--- config.mk ---
export PLATFORM = sky130hd
export DESIGN_NAME = bus_unit_top
export DESIGN_NICKNAME = d
export VERILOG_FILES = /design/src/int_pkg.sv /design/src/bus_pkg.sv /design/src/bus_unit_top.sv /design/src/int_ctrl.sv /design/src/bus_port.sv /design/src/mcycle_counter.sv /design/src/tstate_fsm.sv
export SDC_FILE = /design/constraint.sdc
export NUM_CORES = 1
export LEC_CHECK = 0
export BUFFER_PORTS_ARGS = -buffer_cell sky130_fd_sc_hd__buf_2
export CAP_MARGIN = 20
export CORE_ASPECT_RATIO = 0.5
export CORE_UTILIZATION = 51
export DETAILED_ROUTE_END_ITERATION = 10
export GPL_ROUTABILITY_DRIVEN = 0
export PLACE_DENSITY = 0.88
export SLEW_MARGIN = 15
export SYNTH_ARGS = -nofsm -noshare
export SYNTH_HDL_FRONTEND = slang
export SYNTH_SLANG_ARGS = --single-unit
--- constraint.sdc ---
create_clock -name clk -period 3.88 [get_ports clk]
set_input_delay 0.776 -clock clk [delete_from_list [all_inputs] [get_ports clk]]
set_output_delay 0.776 -clock clk [all_outputs]
set_load 0.02 [all_outputs]
--- src/int_pkg.sv ---
package int_pkg;

	// sim byte layout, bit 5 unused
	localparam int SIM_SOD = 7; // serial out data
	localparam int SIM_SDE = 6; // sod write enable
	localparam int SIM_R75 = 4; // clears the rst7.5 latch
	localparam int SIM_MSE = 3; // mask set enable

	// mask bits, shared by sim and rim
	localparam int MASK_75 = 2;
	localparam int MASK_65 = 1;
	localparam int MASK_55 = 0;

	// -------------------------------------------------------------------------
	// restart vectors
	// -------------------------------------------------------------------------

	localparam logic [15:0] VEC_TRAP = 16'h0024; // rst 4.5
	localparam logic [15:0] VEC_75 = 16'h003C;
	localparam logic [15:0] VEC_65 = 16'h0034;
	localparam logic [15:0] VEC_55 = 16'h002C;
	localparam logic [15:0] VEC_NONE = 16'h0000; // nothing pending

endpackage

--- src/bus_pkg.sv ---
package bus_pkg;

	// -------------------------------------------------------------------------
	// data path
	// -------------------------------------------------------------------------

	localparam int DATA_W = 8; // 8085 data bus
	typedef logic [DATA_W-1:0] data_t;

	// burst length field, value n gives n+1 machine cycles
	localparam int BURST_W = 2;

	// -------------------------------------------------------------------------
	// machine cycles and T-states
	// -------------------------------------------------------------------------

	typedef enum logic [2:0] {
		CYC_OF, // opcode fetch, gets a T4
		CYC_MR, // memory read
		CYC_MW, // memory write
		CYC_IOR, // device read
		CYC_IOW, // device write
		CYC_INA // interrupt acknowledge
	} cycle_t;

	typedef enum logic [2:0] {
		T_IDLE,
		T_1, // ale, address out
		T_2,
		T_W, // wait while ready low
		T_3,
		T_4, // opcode fetch only
		T_H // bus released
	} tstate_t;

	// -------------------------------------------------------------------------
	// status pins {io/m_, s1, s0}
	// -------------------------------------------------------------------------

	localparam int STAT_IOM = 2;
	localparam int STAT_S1 = 1;
	localparam int STAT_S0 = 0;

	localparam logic [2:0] STAT_OF = 3'b011;
	localparam logic [2:0] STAT_MR = 3'b010;
	localparam logic [2:0] STAT_MW = 3'b001;
	localparam logic [2:0] STAT_IOR = 3'b110;
	localparam logic [2:0] STAT_IOW = 3'b101;
	localparam logic [2:0] STAT_INA = 3'b111;
	localparam logic [2:0] STAT_IDLE = 3'b000; // between bursts and in hold

endpackage
--- src/bus_unit_top.sv ---
module bus_unit_top #(
	parameter int ADDR_W = 16
) (
	input logic clk,
	input logic rst,
	// host request
	input logic i_req,
	input bus_pkg::cycle_t i_cycle,
	input logic [ADDR_W-1:0] i_addr,
	input logic [bus_pkg::BURST_W-1:0] i_len,
	input bus_pkg::data_t i_wdata,
	output logic o_busy,
	output logic o_done,
	output bus_pkg::data_t o_rdata,
	output logic o_rvalid,
	// bus side
	input logic i_ready,
	input logic i_hold,
	output logic o_hlda,
	input bus_pkg::data_t i_ad_in,
	output bus_pkg::data_t o_ad_out,
	output logic o_ad_oe,
	output bus_pkg::data_t o_addr_hi,
	output logic o_addr_oe,
	output logic o_ale,
	output logic o_rd_n,
	output logic o_wr_n,
	output logic o_inta_n,
	output logic o_iom_n,
	output logic o_s1,
	output logic o_s0,
	// interrupts and serial
	input logic i_sim,
	input bus_pkg::data_t i_sim_data,
	input logic i_ie_wr,
	input logic i_ie_val,
	input logic i_rst75,
	input logic i_rst65,
	input logic i_rst55,
	input logic i_trap,
	input logic i_sid,
	output logic o_pending,
	output logic [15:0] o_vector,
	output bus_pkg::data_t o_rim,
	output logic o_sod
);

	import bus_pkg::*;

	tstate_t state_w;
	logic step_w; // end of each machine cycle
	logic last_w;
	logic ack_w; // end of an inta cycle
	logic [ADDR_W-1:0] addr_w;

	tstate_fsm u_tstate_fsm (
		.clk (clk), .rst (rst),
		.i_req (i_req), .i_cycle (i_cycle), .i_ready (i_ready),
		.i_hold (i_hold), .i_last (last_w),
		.o_state (state_w), .o_step (step_w), .o_done (o_done),
		.o_ack (ack_w), .o_busy (o_busy), .o_hlda (o_hlda)
	);

	mcycle_counter #(.ADDR_W(ADDR_W)) u_mcycle_counter (
		.clk (clk), .rst (rst),
		.i_load (i_req & ~o_busy), // same condition the fsm accepts on
		.i_len (i_len), .i_addr (i_addr), .i_step (step_w),
		.o_addr (addr_w), .o_last (last_w)
	);

	bus_port #(.ADDR_W(ADDR_W)) u_bus_port (
		.clk (clk), .rst (rst),
		.i_state (state_w), .i_cycle (i_cycle), .i_addr (addr_w),
		.i_wdata (i_wdata), .i_ad_in (i_ad_in),
		.o_addr_hi (o_addr_hi), .o_ad_out (o_ad_out), .o_ad_oe (o_ad_oe),
		.o_addr_oe (o_addr_oe), .o_ale (o_ale), .o_rd_n (o_rd_n),
		.o_wr_n (o_wr_n), .o_inta_n (o_inta_n), .o_iom_n (o_iom_n),
		.o_s1 (o_s1), .o_s0 (o_s0), .o_rdata (o_rdata), .o_rvalid (o_rvalid)
	);

	int_ctrl u_int_ctrl (
		.clk (clk), .rst (rst),
		.i_sim (i_sim), .i_sim_data (i_sim_data),
		.i_ie_wr (i_ie_wr), .i_ie_val (i_ie_val), .i_ack (ack_w),
		.i_rst75 (i_rst75), .i_rst65 (i_rst65), .i_rst55 (i_rst55),
		.i_trap (i_trap), .i_sid (i_sid),
		.o_pending (o_pending), .o_vector (o_vector), .o_rim (o_rim), .o_sod (o_sod)
	);

endmodule

--- src/int_ctrl.sv ---
module int_ctrl (
	input logic clk,
	input logic rst,
	input logic i_sim,
	input bus_pkg::data_t i_sim_data,
	input logic i_ie_wr,
	input logic i_ie_val,
	input logic i_ack,
	input logic i_rst75,
	input logic i_rst65,
	input logic i_rst55,
	input logic i_trap,
	input logic i_sid,
	output logic o_pending,
	output logic [15:0] o_vector,
	output bus_pkg::data_t o_rim,
	output logic o_sod
);

	import int_pkg::*;

	// sync vector layout
	localparam int S_TRAP = 3;
	localparam int S_75 = 2;
	localparam int S_65 = 1;
	localparam int S_55 = 0;

	logic [3:0] sync1_q;
	logic [3:0] sync2_q; // synchronized request lines
	logic [1:0] prev_q; // {trap, 7.5} one clock back, for edges
	logic [2:0] mask_q; // set = masked
	logic ie_q;
	logic sod_q;
	logic r75_q; // rst7.5 edge latch
	logic trap_q; // trap edge latch
	logic edge_75;
	logic edge_trap;
	logic trap_req;
	logic sel_trap;
	logic sel_75;
	logic sel_65;
	logic sel_55;

	always_ff @(posedge clk or posedge rst) begin
		if (rst) begin
			sync1_q <= '0;
			sync2_q <= '0;
			prev_q <= '0;
		end else begin
			sync1_q <= {i_trap, i_rst75, i_rst65, i_rst55};
			sync2_q <= sync1_q;
			prev_q <= {sync2_q[S_TRAP], sync2_q[S_75]};
		end
	end

	assign edge_trap = sync2_q[S_TRAP] & ~prev_q[1];
	assign edge_75 = sync2_q[S_75] & ~prev_q[0];

	// -------------------------------------------------------------------------
	// sim, enable and latches
	// -------------------------------------------------------------------------

	always_ff @(posedge clk or posedge rst) begin
		if (rst) begin
			mask_q <= 3'b111; // all masked out of reset
			ie_q <= 1'b0;
			sod_q <= 1'b0;
			r75_q <= 1'b0;
			trap_q <= 1'b0;
		end else begin
			if (i_sim && i_sim_data[SIM_MSE])
				mask_q <= i_sim_data[MASK_75:MASK_55];
			if (i_sim && i_sim_data[SIM_SDE])
				sod_q <= i_sim_data[SIM_SOD];
			if (i_ie_wr)
				ie_q <= i_ie_val;
			if (i_ack)
				ie_q <= 1'b0; // acknowledge disables further requests
			if ((i_ack && sel_75) || (i_sim && i_sim_data[SIM_R75]))
				r75_q <= 1'b0;
			if (edge_75)
				r75_q <= 1'b1; // new edge wins over a clear
			if (i_ack && sel_trap)
				trap_q <= 1'b0;
			if (edge_trap)
				trap_q <= 1'b1;
		end
	end

	// trap wants the edge and a level still high
	assign trap_req = trap_q & sync2_q[S_TRAP];

	// fixed priority trap, 7.5, 6.5, 5.5
	assign sel_trap = trap_req;
	assign sel_75 = ~trap_req & ie_q & ~mask_q[MASK_75] & r75_q;
	assign sel_65 = ~trap_req & ~sel_75 & ie_q & ~mask_q[MASK_65] & sync2_q[S_65];
	assign sel_55 = ~trap_req & ~sel_75 & ~sel_65 & ie_q & ~mask_q[MASK_55] & sync2_q[S_55];

	assign o_pending = sel_trap | sel_75 | sel_65 | sel_55;

	always_comb begin
		if (sel_trap)
			o_vector = VEC_TRAP;
		else if (sel_75)
			o_vector = VEC_75;
		else if (sel_65)
			o_vector = VEC_65;
		else if (sel_55)
			o_vector = VEC_55;
		else
			o_vector = VEC_NONE;
	end

	// rim shows raw requests, independent of mask and enable
	assign o_rim = {i_sid, r75_q, sync2_q[S_65], sync2_q[S_55], ie_q, mask_q};
	assign o_sod = sod_q;

endmodule

--- src/bus_port.sv ---
module bus_port #(
	parameter int ADDR_W = 16
) (
	input logic clk,
	input logic rst,
	input bus_pkg::tstate_t i_state,
	input bus_pkg::cycle_t i_cycle,
	input logic [ADDR_W-1:0] i_addr,
	input bus_pkg::data_t i_wdata,
	input bus_pkg::data_t i_ad_in,
	output bus_pkg::data_t o_addr_hi,
	output bus_pkg::data_t o_ad_out,
	output logic o_ad_oe,
	output logic o_addr_oe,
	output logic o_ale,
	output logic o_rd_n,
	output logic o_wr_n,
	output logic o_inta_n,
	output logic o_iom_n,
	output logic o_s1,
	output logic o_s0,
	output bus_pkg::data_t o_rdata,
	output logic o_rvalid
);

	import bus_pkg::*;

	logic [2:0] stat_sel; // {io/m_, s1, s0} of the cycle
	logic active; // T1 through T4
	logic strobe; // rd_/wr_/inta_ window
	logic is_rd;
	logic is_wr;
	logic is_io;
	logic is_ina;
	logic rd_take; // capture read byte this clock
	data_t addr_lo;

	always_comb begin
		case (i_cycle)
			CYC_OF: stat_sel = STAT_OF;
			CYC_MR: stat_sel = STAT_MR;
			CYC_MW: stat_sel = STAT_MW;
			CYC_IOR: stat_sel = STAT_IOR;
			CYC_IOW: stat_sel = STAT_IOW;
			CYC_INA: stat_sel = STAT_INA;
			default: stat_sel = STAT_IDLE;
		endcase
	end

	assign is_io = (i_cycle == CYC_IOR) || (i_cycle == CYC_IOW);
	assign is_ina = (i_cycle == CYC_INA);
	assign is_rd = (i_cycle == CYC_OF) || (i_cycle == CYC_MR) || (i_cycle == CYC_IOR);
	assign is_wr = (i_cycle == CYC_MW) || (i_cycle == CYC_IOW);

	assign active = (i_state inside {T_1, T_2, T_W, T_3, T_4});
	assign strobe = (i_state inside {T_2, T_W, T_3});

	// -------------------------------------------------------------------------
	// address, data and pins
	// -------------------------------------------------------------------------

	assign addr_lo = i_addr[DATA_W-1:0];
	assign o_addr_hi = is_io ? addr_lo : i_addr[ADDR_W-1 -: DATA_W]; // port on both halves
	assign o_addr_oe = active; // released in idle and hold

	// ad carries the low address in T1, then write data
	assign o_ad_oe = (i_state == T_1) | (strobe & is_wr);
	assign o_ad_out = (i_state == T_1) ? addr_lo : i_wdata;

	assign o_ale = (i_state == T_1);
	assign o_rd_n = ~(strobe & is_rd);
	assign o_wr_n = ~(strobe & is_wr);
	assign o_inta_n = ~(strobe & is_ina); // stands in for rd_

	// status idles at 000 outside a cycle
	assign o_iom_n = active & stat_sel[STAT_IOM];
	assign o_s1 = active & stat_sel[STAT_S1];
	assign o_s0 = active & stat_sel[STAT_S0];

	// -------------------------------------------------------------------------
	// read capture, closing edge of T3
	// -------------------------------------------------------------------------

	assign rd_take = (i_state == T_3) & (is_rd | is_ina);

	always_ff @(posedge clk) begin
		if (rd_take)
			o_rdata <= i_ad_in;
	end

	always_ff @(posedge clk or posedge rst) begin
		if (rst)
			o_rvalid <= 1'b0;
		else
			o_rvalid <= rd_take; // one pulse per read cycle
	end

endmodule

--- src/mcycle_counter.sv ---
module mcycle_counter #(
	parameter int ADDR_W = 16
) (
	input logic clk,
	input logic rst,
	input logic i_load,
	input logic [bus_pkg::BURST_W-1:0] i_len,
	input logic [ADDR_W-1:0] i_addr,
	input logic i_step,
	output logic [ADDR_W-1:0] o_addr,
	output logic o_last
);

	import bus_pkg::*;

	logic [BURST_W-1:0] cnt_q; // cycles left after the current one
	logic [ADDR_W-1:0] addr_q; // address of the current cycle

	// -------------------------------------------------------------------------
	// count and address
	// -------------------------------------------------------------------------

	always_ff @(posedge clk or posedge rst) begin
		if (rst) begin
			cnt_q <= '0;
			addr_q <= '0;
		end else if (i_load) begin
			cnt_q <= i_len;
			addr_q <= i_addr;
		end else if (i_step) begin
			addr_q <= addr_q + 1'b1; // one byte per machine cycle
			if (cnt_q != '0)
				cnt_q <= cnt_q - 1'b1; // parks at zero after the burst
		end
	end

	assign o_addr = addr_q;
	assign o_last = (cnt_q == '0);

endmodule

--- src/tstate_fsm.sv ---
module tstate_fsm (
	input logic clk,
	input logic rst,
	input logic i_req,
	input bus_pkg::cycle_t i_cycle,
	input logic i_ready,
	input logic i_hold,
	input logic i_last,
	output bus_pkg::tstate_t o_state,
	output logic o_step,
	output logic o_done,
	output logic o_ack,
	output logic o_busy,
	output logic o_hlda
);

	import bus_pkg::*;

	tstate_t state_q;
	tstate_t state_d;
	cycle_t cyc_q; // opcode of the running burst
	logic fin_q; // burst already done when hold was entered
	logic end_cyc; // last state of a machine cycle

	// T3 closes every cycle but opcode fetch, which runs on into T4
	assign end_cyc = (state_q == T_3 && cyc_q != CYC_OF) || state_q == T_4;

	// -------------------------------------------------------------------------
	// next state
	// -------------------------------------------------------------------------

	always_comb begin
		state_d = state_q;
		case (state_q)
			T_IDLE: begin
				if (i_req)
					state_d = T_1;
			end
			T_1: begin
				state_d = T_2;
			end
			T_2, T_W: begin
				if (i_ready) // ready sampled every clock of T2/TW
					state_d = T_3;
				else
					state_d = T_W;
			end
			T_3, T_4: begin
				if (!end_cyc) begin
					state_d = T_4; // fetch gets its extra state
				end else if (i_hold) begin
					state_d = T_H; // hold only at a cycle boundary
				end else if (i_last) begin
					state_d = T_IDLE;
				end else begin
					state_d = T_1; // next cycle of the burst
				end
			end
			T_H: begin
				if (!i_hold)
					state_d = fin_q ? T_IDLE : T_1;
			end
			default: begin
				state_d = T_IDLE;
			end
		endcase
	end

	// -------------------------------------------------------------------------
	// state register, rising edge
	// -------------------------------------------------------------------------

	always_ff @(posedge clk or posedge rst) begin
		if (rst) begin
			state_q <= T_IDLE;
			cyc_q <= CYC_OF;
			fin_q <= 1'b0;
		end else begin
			state_q <= state_d;
			if (state_q == T_IDLE && i_req)
				cyc_q <= i_cycle; // held for the whole burst
			if (end_cyc)
				fin_q <= i_last; // remembered across T_H
		end
	end

	// outputs decoded from the state register
	assign o_state = state_q;
	assign o_step = end_cyc; // counter steps once per cycle
	assign o_done = end_cyc & i_last;
	assign o_ack = end_cyc & (cyc_q == CYC_INA);
	assign o_busy = (state_q != T_IDLE); // stays up through hold
	assign o_hlda = (state_q == T_H);

endmodule

==> flow_summary_export.csv <==
group,metric,value,unit
drt,viasPerCell,5.16,
cells_and_area,area_growth,21.0,%
clock_tree,cts-root-buf,"clkbuf_8",
synthesis,synth-simple-area-share,0.166,
floorplan,std_cell_rows,18,
synthesis,synth.distinct_cells,48,
drt,m1WireLength,2460,um
sta,fin_crit_sh,0.751,
sta,layout_min_cycle_time,2.91,ns
sta,hold_ws,0.355,ns
cells_and_area,fin_area,3310,um2
clock_tree,clk_latency,0.30,ns
clock_tree,cts_tree,"yes",
clock_tree,clk_pin_slew,0.09,ns
sta,clock.fmax,0.343,GHz
synthesis,synth_top_family_by_area,"simple AND/OR/NAND/NOR gates",
drt,first_pass_iters,5,
synthesis,syn_inst,265,
synthesis,synth_compound_area_frac,0.0873,
cells_and_area,antenna_cells,0,
sta,tightest_slew,0.733,ns
synthesis,synth_edf_count,8,
floorplan,dieHeight,53.8,um
sta,max_slew_margin,0.509,
floorplan,start_util,0.543,
worst_setup_path,worstPathArrival,2.14,ns
place,port_buffers,105,
synthesis,synthFlopType,"dfrtp_1",
grt,antenna_found_initial,0,
drt,ant_nets,0,
grt,grt_usage,0.203,
cells_and_area,layout_commonest_cell,"buf_2",
synthesis,ys_seq_elements,51,
clock_tree,ctsLongestPathBuffers,2,
sta,hold_viol,0,
sta,setup_tns,0,ns
worst_setup_path,cp_cell_sequence,"buf_2 > inv_1 > nor2_1 > nand2_1 > o21a_1 > mux2_2 > buf_2",
place,placed_cell_area,3210,um2
clock_tree,clkSinkCount,51,
synthesis,synthAdderAreaFrac,0.00914,
power_and_ir_drop,powerDensity,664,nW/um2
grt,grt_pass1_wl,8730,um
drt,num_vias,2236,
sta,setup_viol,0,
worst_setup_path,path_delay_family,"buffers and inverters",
drt,drt_wl_total,5920,um
clock_tree,cts_max_level,2,
sta,rsz0062_at_grt,"false",
worst_setup_path,cp_slowest_stage_delay,0.39,ns
worst_setup_path,criticalPathCategory,"input pin to primary output",
cells_and_area,drive_gt1_frac,0.416,
cells_and_area,final_cell_mix,"buf_2 (105), dfrtp_1 (40), nand2_1 (33)",
floorplan,ios,121,
drt,wl_met3,387,um
clock_tree,postCtsSetupBuffers,0,
drt,top_layer,"met4",
cells_and_area,stdcell_count,433,
worst_setup_path,cp.required,3.10,ns
synthesis,synth_area,2740,um2
synthesis,synth_warnings,0,
worst_setup_path,start_kind,"input pin",
clock_tree,cts_resized,0,
clock_tree,hold_buffers,0,
worst_setup_path,crit_slowest_cell,"o21a_1",
min_path,hp-class,"flop to flop",
sta,finalMaxSlewViolations,0,
clock_tree,numCtsBuffers,5,
worst_setup_path,crit_top_cell,"buf_2",
grt,grt_start_max_net_pins,44,
synthesis,seq_area_frac_synth,0.482,
floorplan,dieArea,5690,um2
synthesis,async_reset_ff_frac,0.843,
cells_and_area,fill_cells,402,
worst_setup_path,endpoint_kind,"primary output",
outcome,status,"complete, no violations",
cells_and_area,nets,422,
grt,grt_pass1_vias,1980,
synthesis,synth-xor-area-share,0.0544,
worst_setup_path,crit_fanout,8,
synthesis,postSynthAreaPerCell,10.3,um2
floorplan,chipWidth,106,um
drt,drtIter0Drc,145,
place,dp_hpwl,4480,um
synthesis,synth.area.mux_share,0.106,
power_and_ir_drop,vdd_drop_max,0.000436,V
place,dp_cells,425,
grt,grt.overflow.total,0,
sta,finClkSkew,0.00932,ns
drt,wl_met2,2990,um
power_and_ir_drop,leakagePower,1.55,nW
job,cap_violations,0,
worst_setup_path,path_buf_inv,3,
drt,drc_errors,0,
floorplan,core,5040,um2
drt,drt-wirelength-per-cell,13.7,um
[cell usage after synthesis (2+ instances only)]
cell      instances  area (um2)
nor2b_1           3        18.8
o21ai_0          21         105
buf_6             2        22.5
a21oi_1           4        20.0
clkbuf_1          3        11.3
xor2_1            6        52.6
xnor2_1          11        96.3
nand2_1          33         124
buf_2             5        25.0
dfrtp_1          40        1000
buf_4            18         135
dfstp_2           3        78.8
ha_1              2        25.0
mux2i_1           3        30.0
nand4_4           2        42.5
inv_1            17        63.8
o211ai_1          3        22.5
o21ai_1           5        25.0
nor3_1            3        15.0
nand3b_1          2        15.0
nor2_1           12        45.0
and3_1            2        12.5
nand4_1           3        18.8
mux2_2           23         259
edfxtp_1          8         240
nand3_1           9        45.0
[stage by stage]
step           setup WS (ns)  power, mW  utilization
6_report               0.968       2.20        0.657
5_1_grt                0.958       2.32        0.657
4_1_cts                 1.00       2.21        0.657
3_5_place_dp            1.01       1.88        0.637
3_3_place_gp            1.12       1.83        0.637
2_1_floorplan           1.29       1.61            -
[kinds of logic (layout without fill, tap and decap cells)]
| logic type | after synthesis | in the layout |
|---|---|---|
| AOI/OAI and AO/OA | 41 | 41 |
| adders and majority gates | 2 | 2 |
| buffers and inverters | 45 | 132 |
| muxes | 26 | 26 |
| other | 1 | 12 |
| DFF | 51 | 51 |
| and+or+nand+nor | 82 | 82 |
| xor gates and xnor gates | 17 | 17 |
[path summary, 6_finish.rpt]
kind                                                          start                                      to  slack [ns]  depth (start not counted)
worst max-delay path                                     i_cycle[0]                            o_addr_hi[0]        0.97                          7
worst min-delay path                u_int_ctrl.sync1_q[2]$_DFF_PP0_         u_int_ctrl.sync2_q[2]$_DFF_PP0_        0.36                          0
worst max register to register  u_tstate_fsm.o_state[1]$_DFFE_PP0P_         u_bus_port.o_rdata[1]$_DFFE_PP_        2.07                          3
worst min register to register      u_int_ctrl.sync1_q[2]$_DFF_PP0_         u_int_ctrl.sync2_q[2]$_DFF_PP0_        0.36                          0
max in group asynchronous                                       rst  u_mcycle_counter.o_addr[3]$_DFFE_PP0P_        2.92                          3
min in group asynchronous                                       rst         u_int_ctrl.sync2_q[0]$_DFF_PP0_        0.58                          3
[per-layer routing]
layer	GRT usage	vias to the layer above
met5	0	-
met4	0.0741	0
met3	0.0424	9
met2	0.393	106
met1	0.231	1053
li1	-	1068
[report_power, final]
part / internal (mW) / switching (mW) / leakage, nW
registers: 0.704 / 0.185 / 0.584
clock network: 0.146 / 0.182 / 0.0474
logic: 0.410 / 0.573 / 0.920
total: 1.26 / 0.939 / 1.55
[flip-flops by register name, summed over array words and instances (netlist names)]
name	cells
u_int_ctrl.sync1_q	4
u_int_ctrl.r75_q	1
u_int_ctrl.sync2_q	4
u_mcycle_counter.o_addr	16
u_int_ctrl.o_sod	1
u_int_ctrl.ie_q	1
u_tstate_fsm.cyc_q	3
u_int_ctrl.mask_q	3
u_int_ctrl.prev_q	2
u_tstate_fsm.o_state	3
u_tstate_fsm.fin_q	1
u_mcycle_counter.cnt_q	2
u_bus_port.o_rvalid	1
u_bus_port.o_rdata	8
u_int_ctrl.trap_q	1
[cell type report]
type	count	area (um2)	share of cell area
repair buffers	107	541	0.163
flip-flops and latches	51	1320	0.398
clock buffers	6	82.6	0.0249
inverters	17	63.8	0.0193
clock inverters	2	16.3	0.00491
multi-input cells	180	1200	0.363
well taps	70	87.6	0.0264
[worst reg2reg max path: stages (launching register included)]
cell and delay, ns:
dfrtp_1 0.53, nor2_1 0.22, nand2_1 0.11, nor2_1 0.60
No activity file was read; power rests on OpenSTA's default activity.
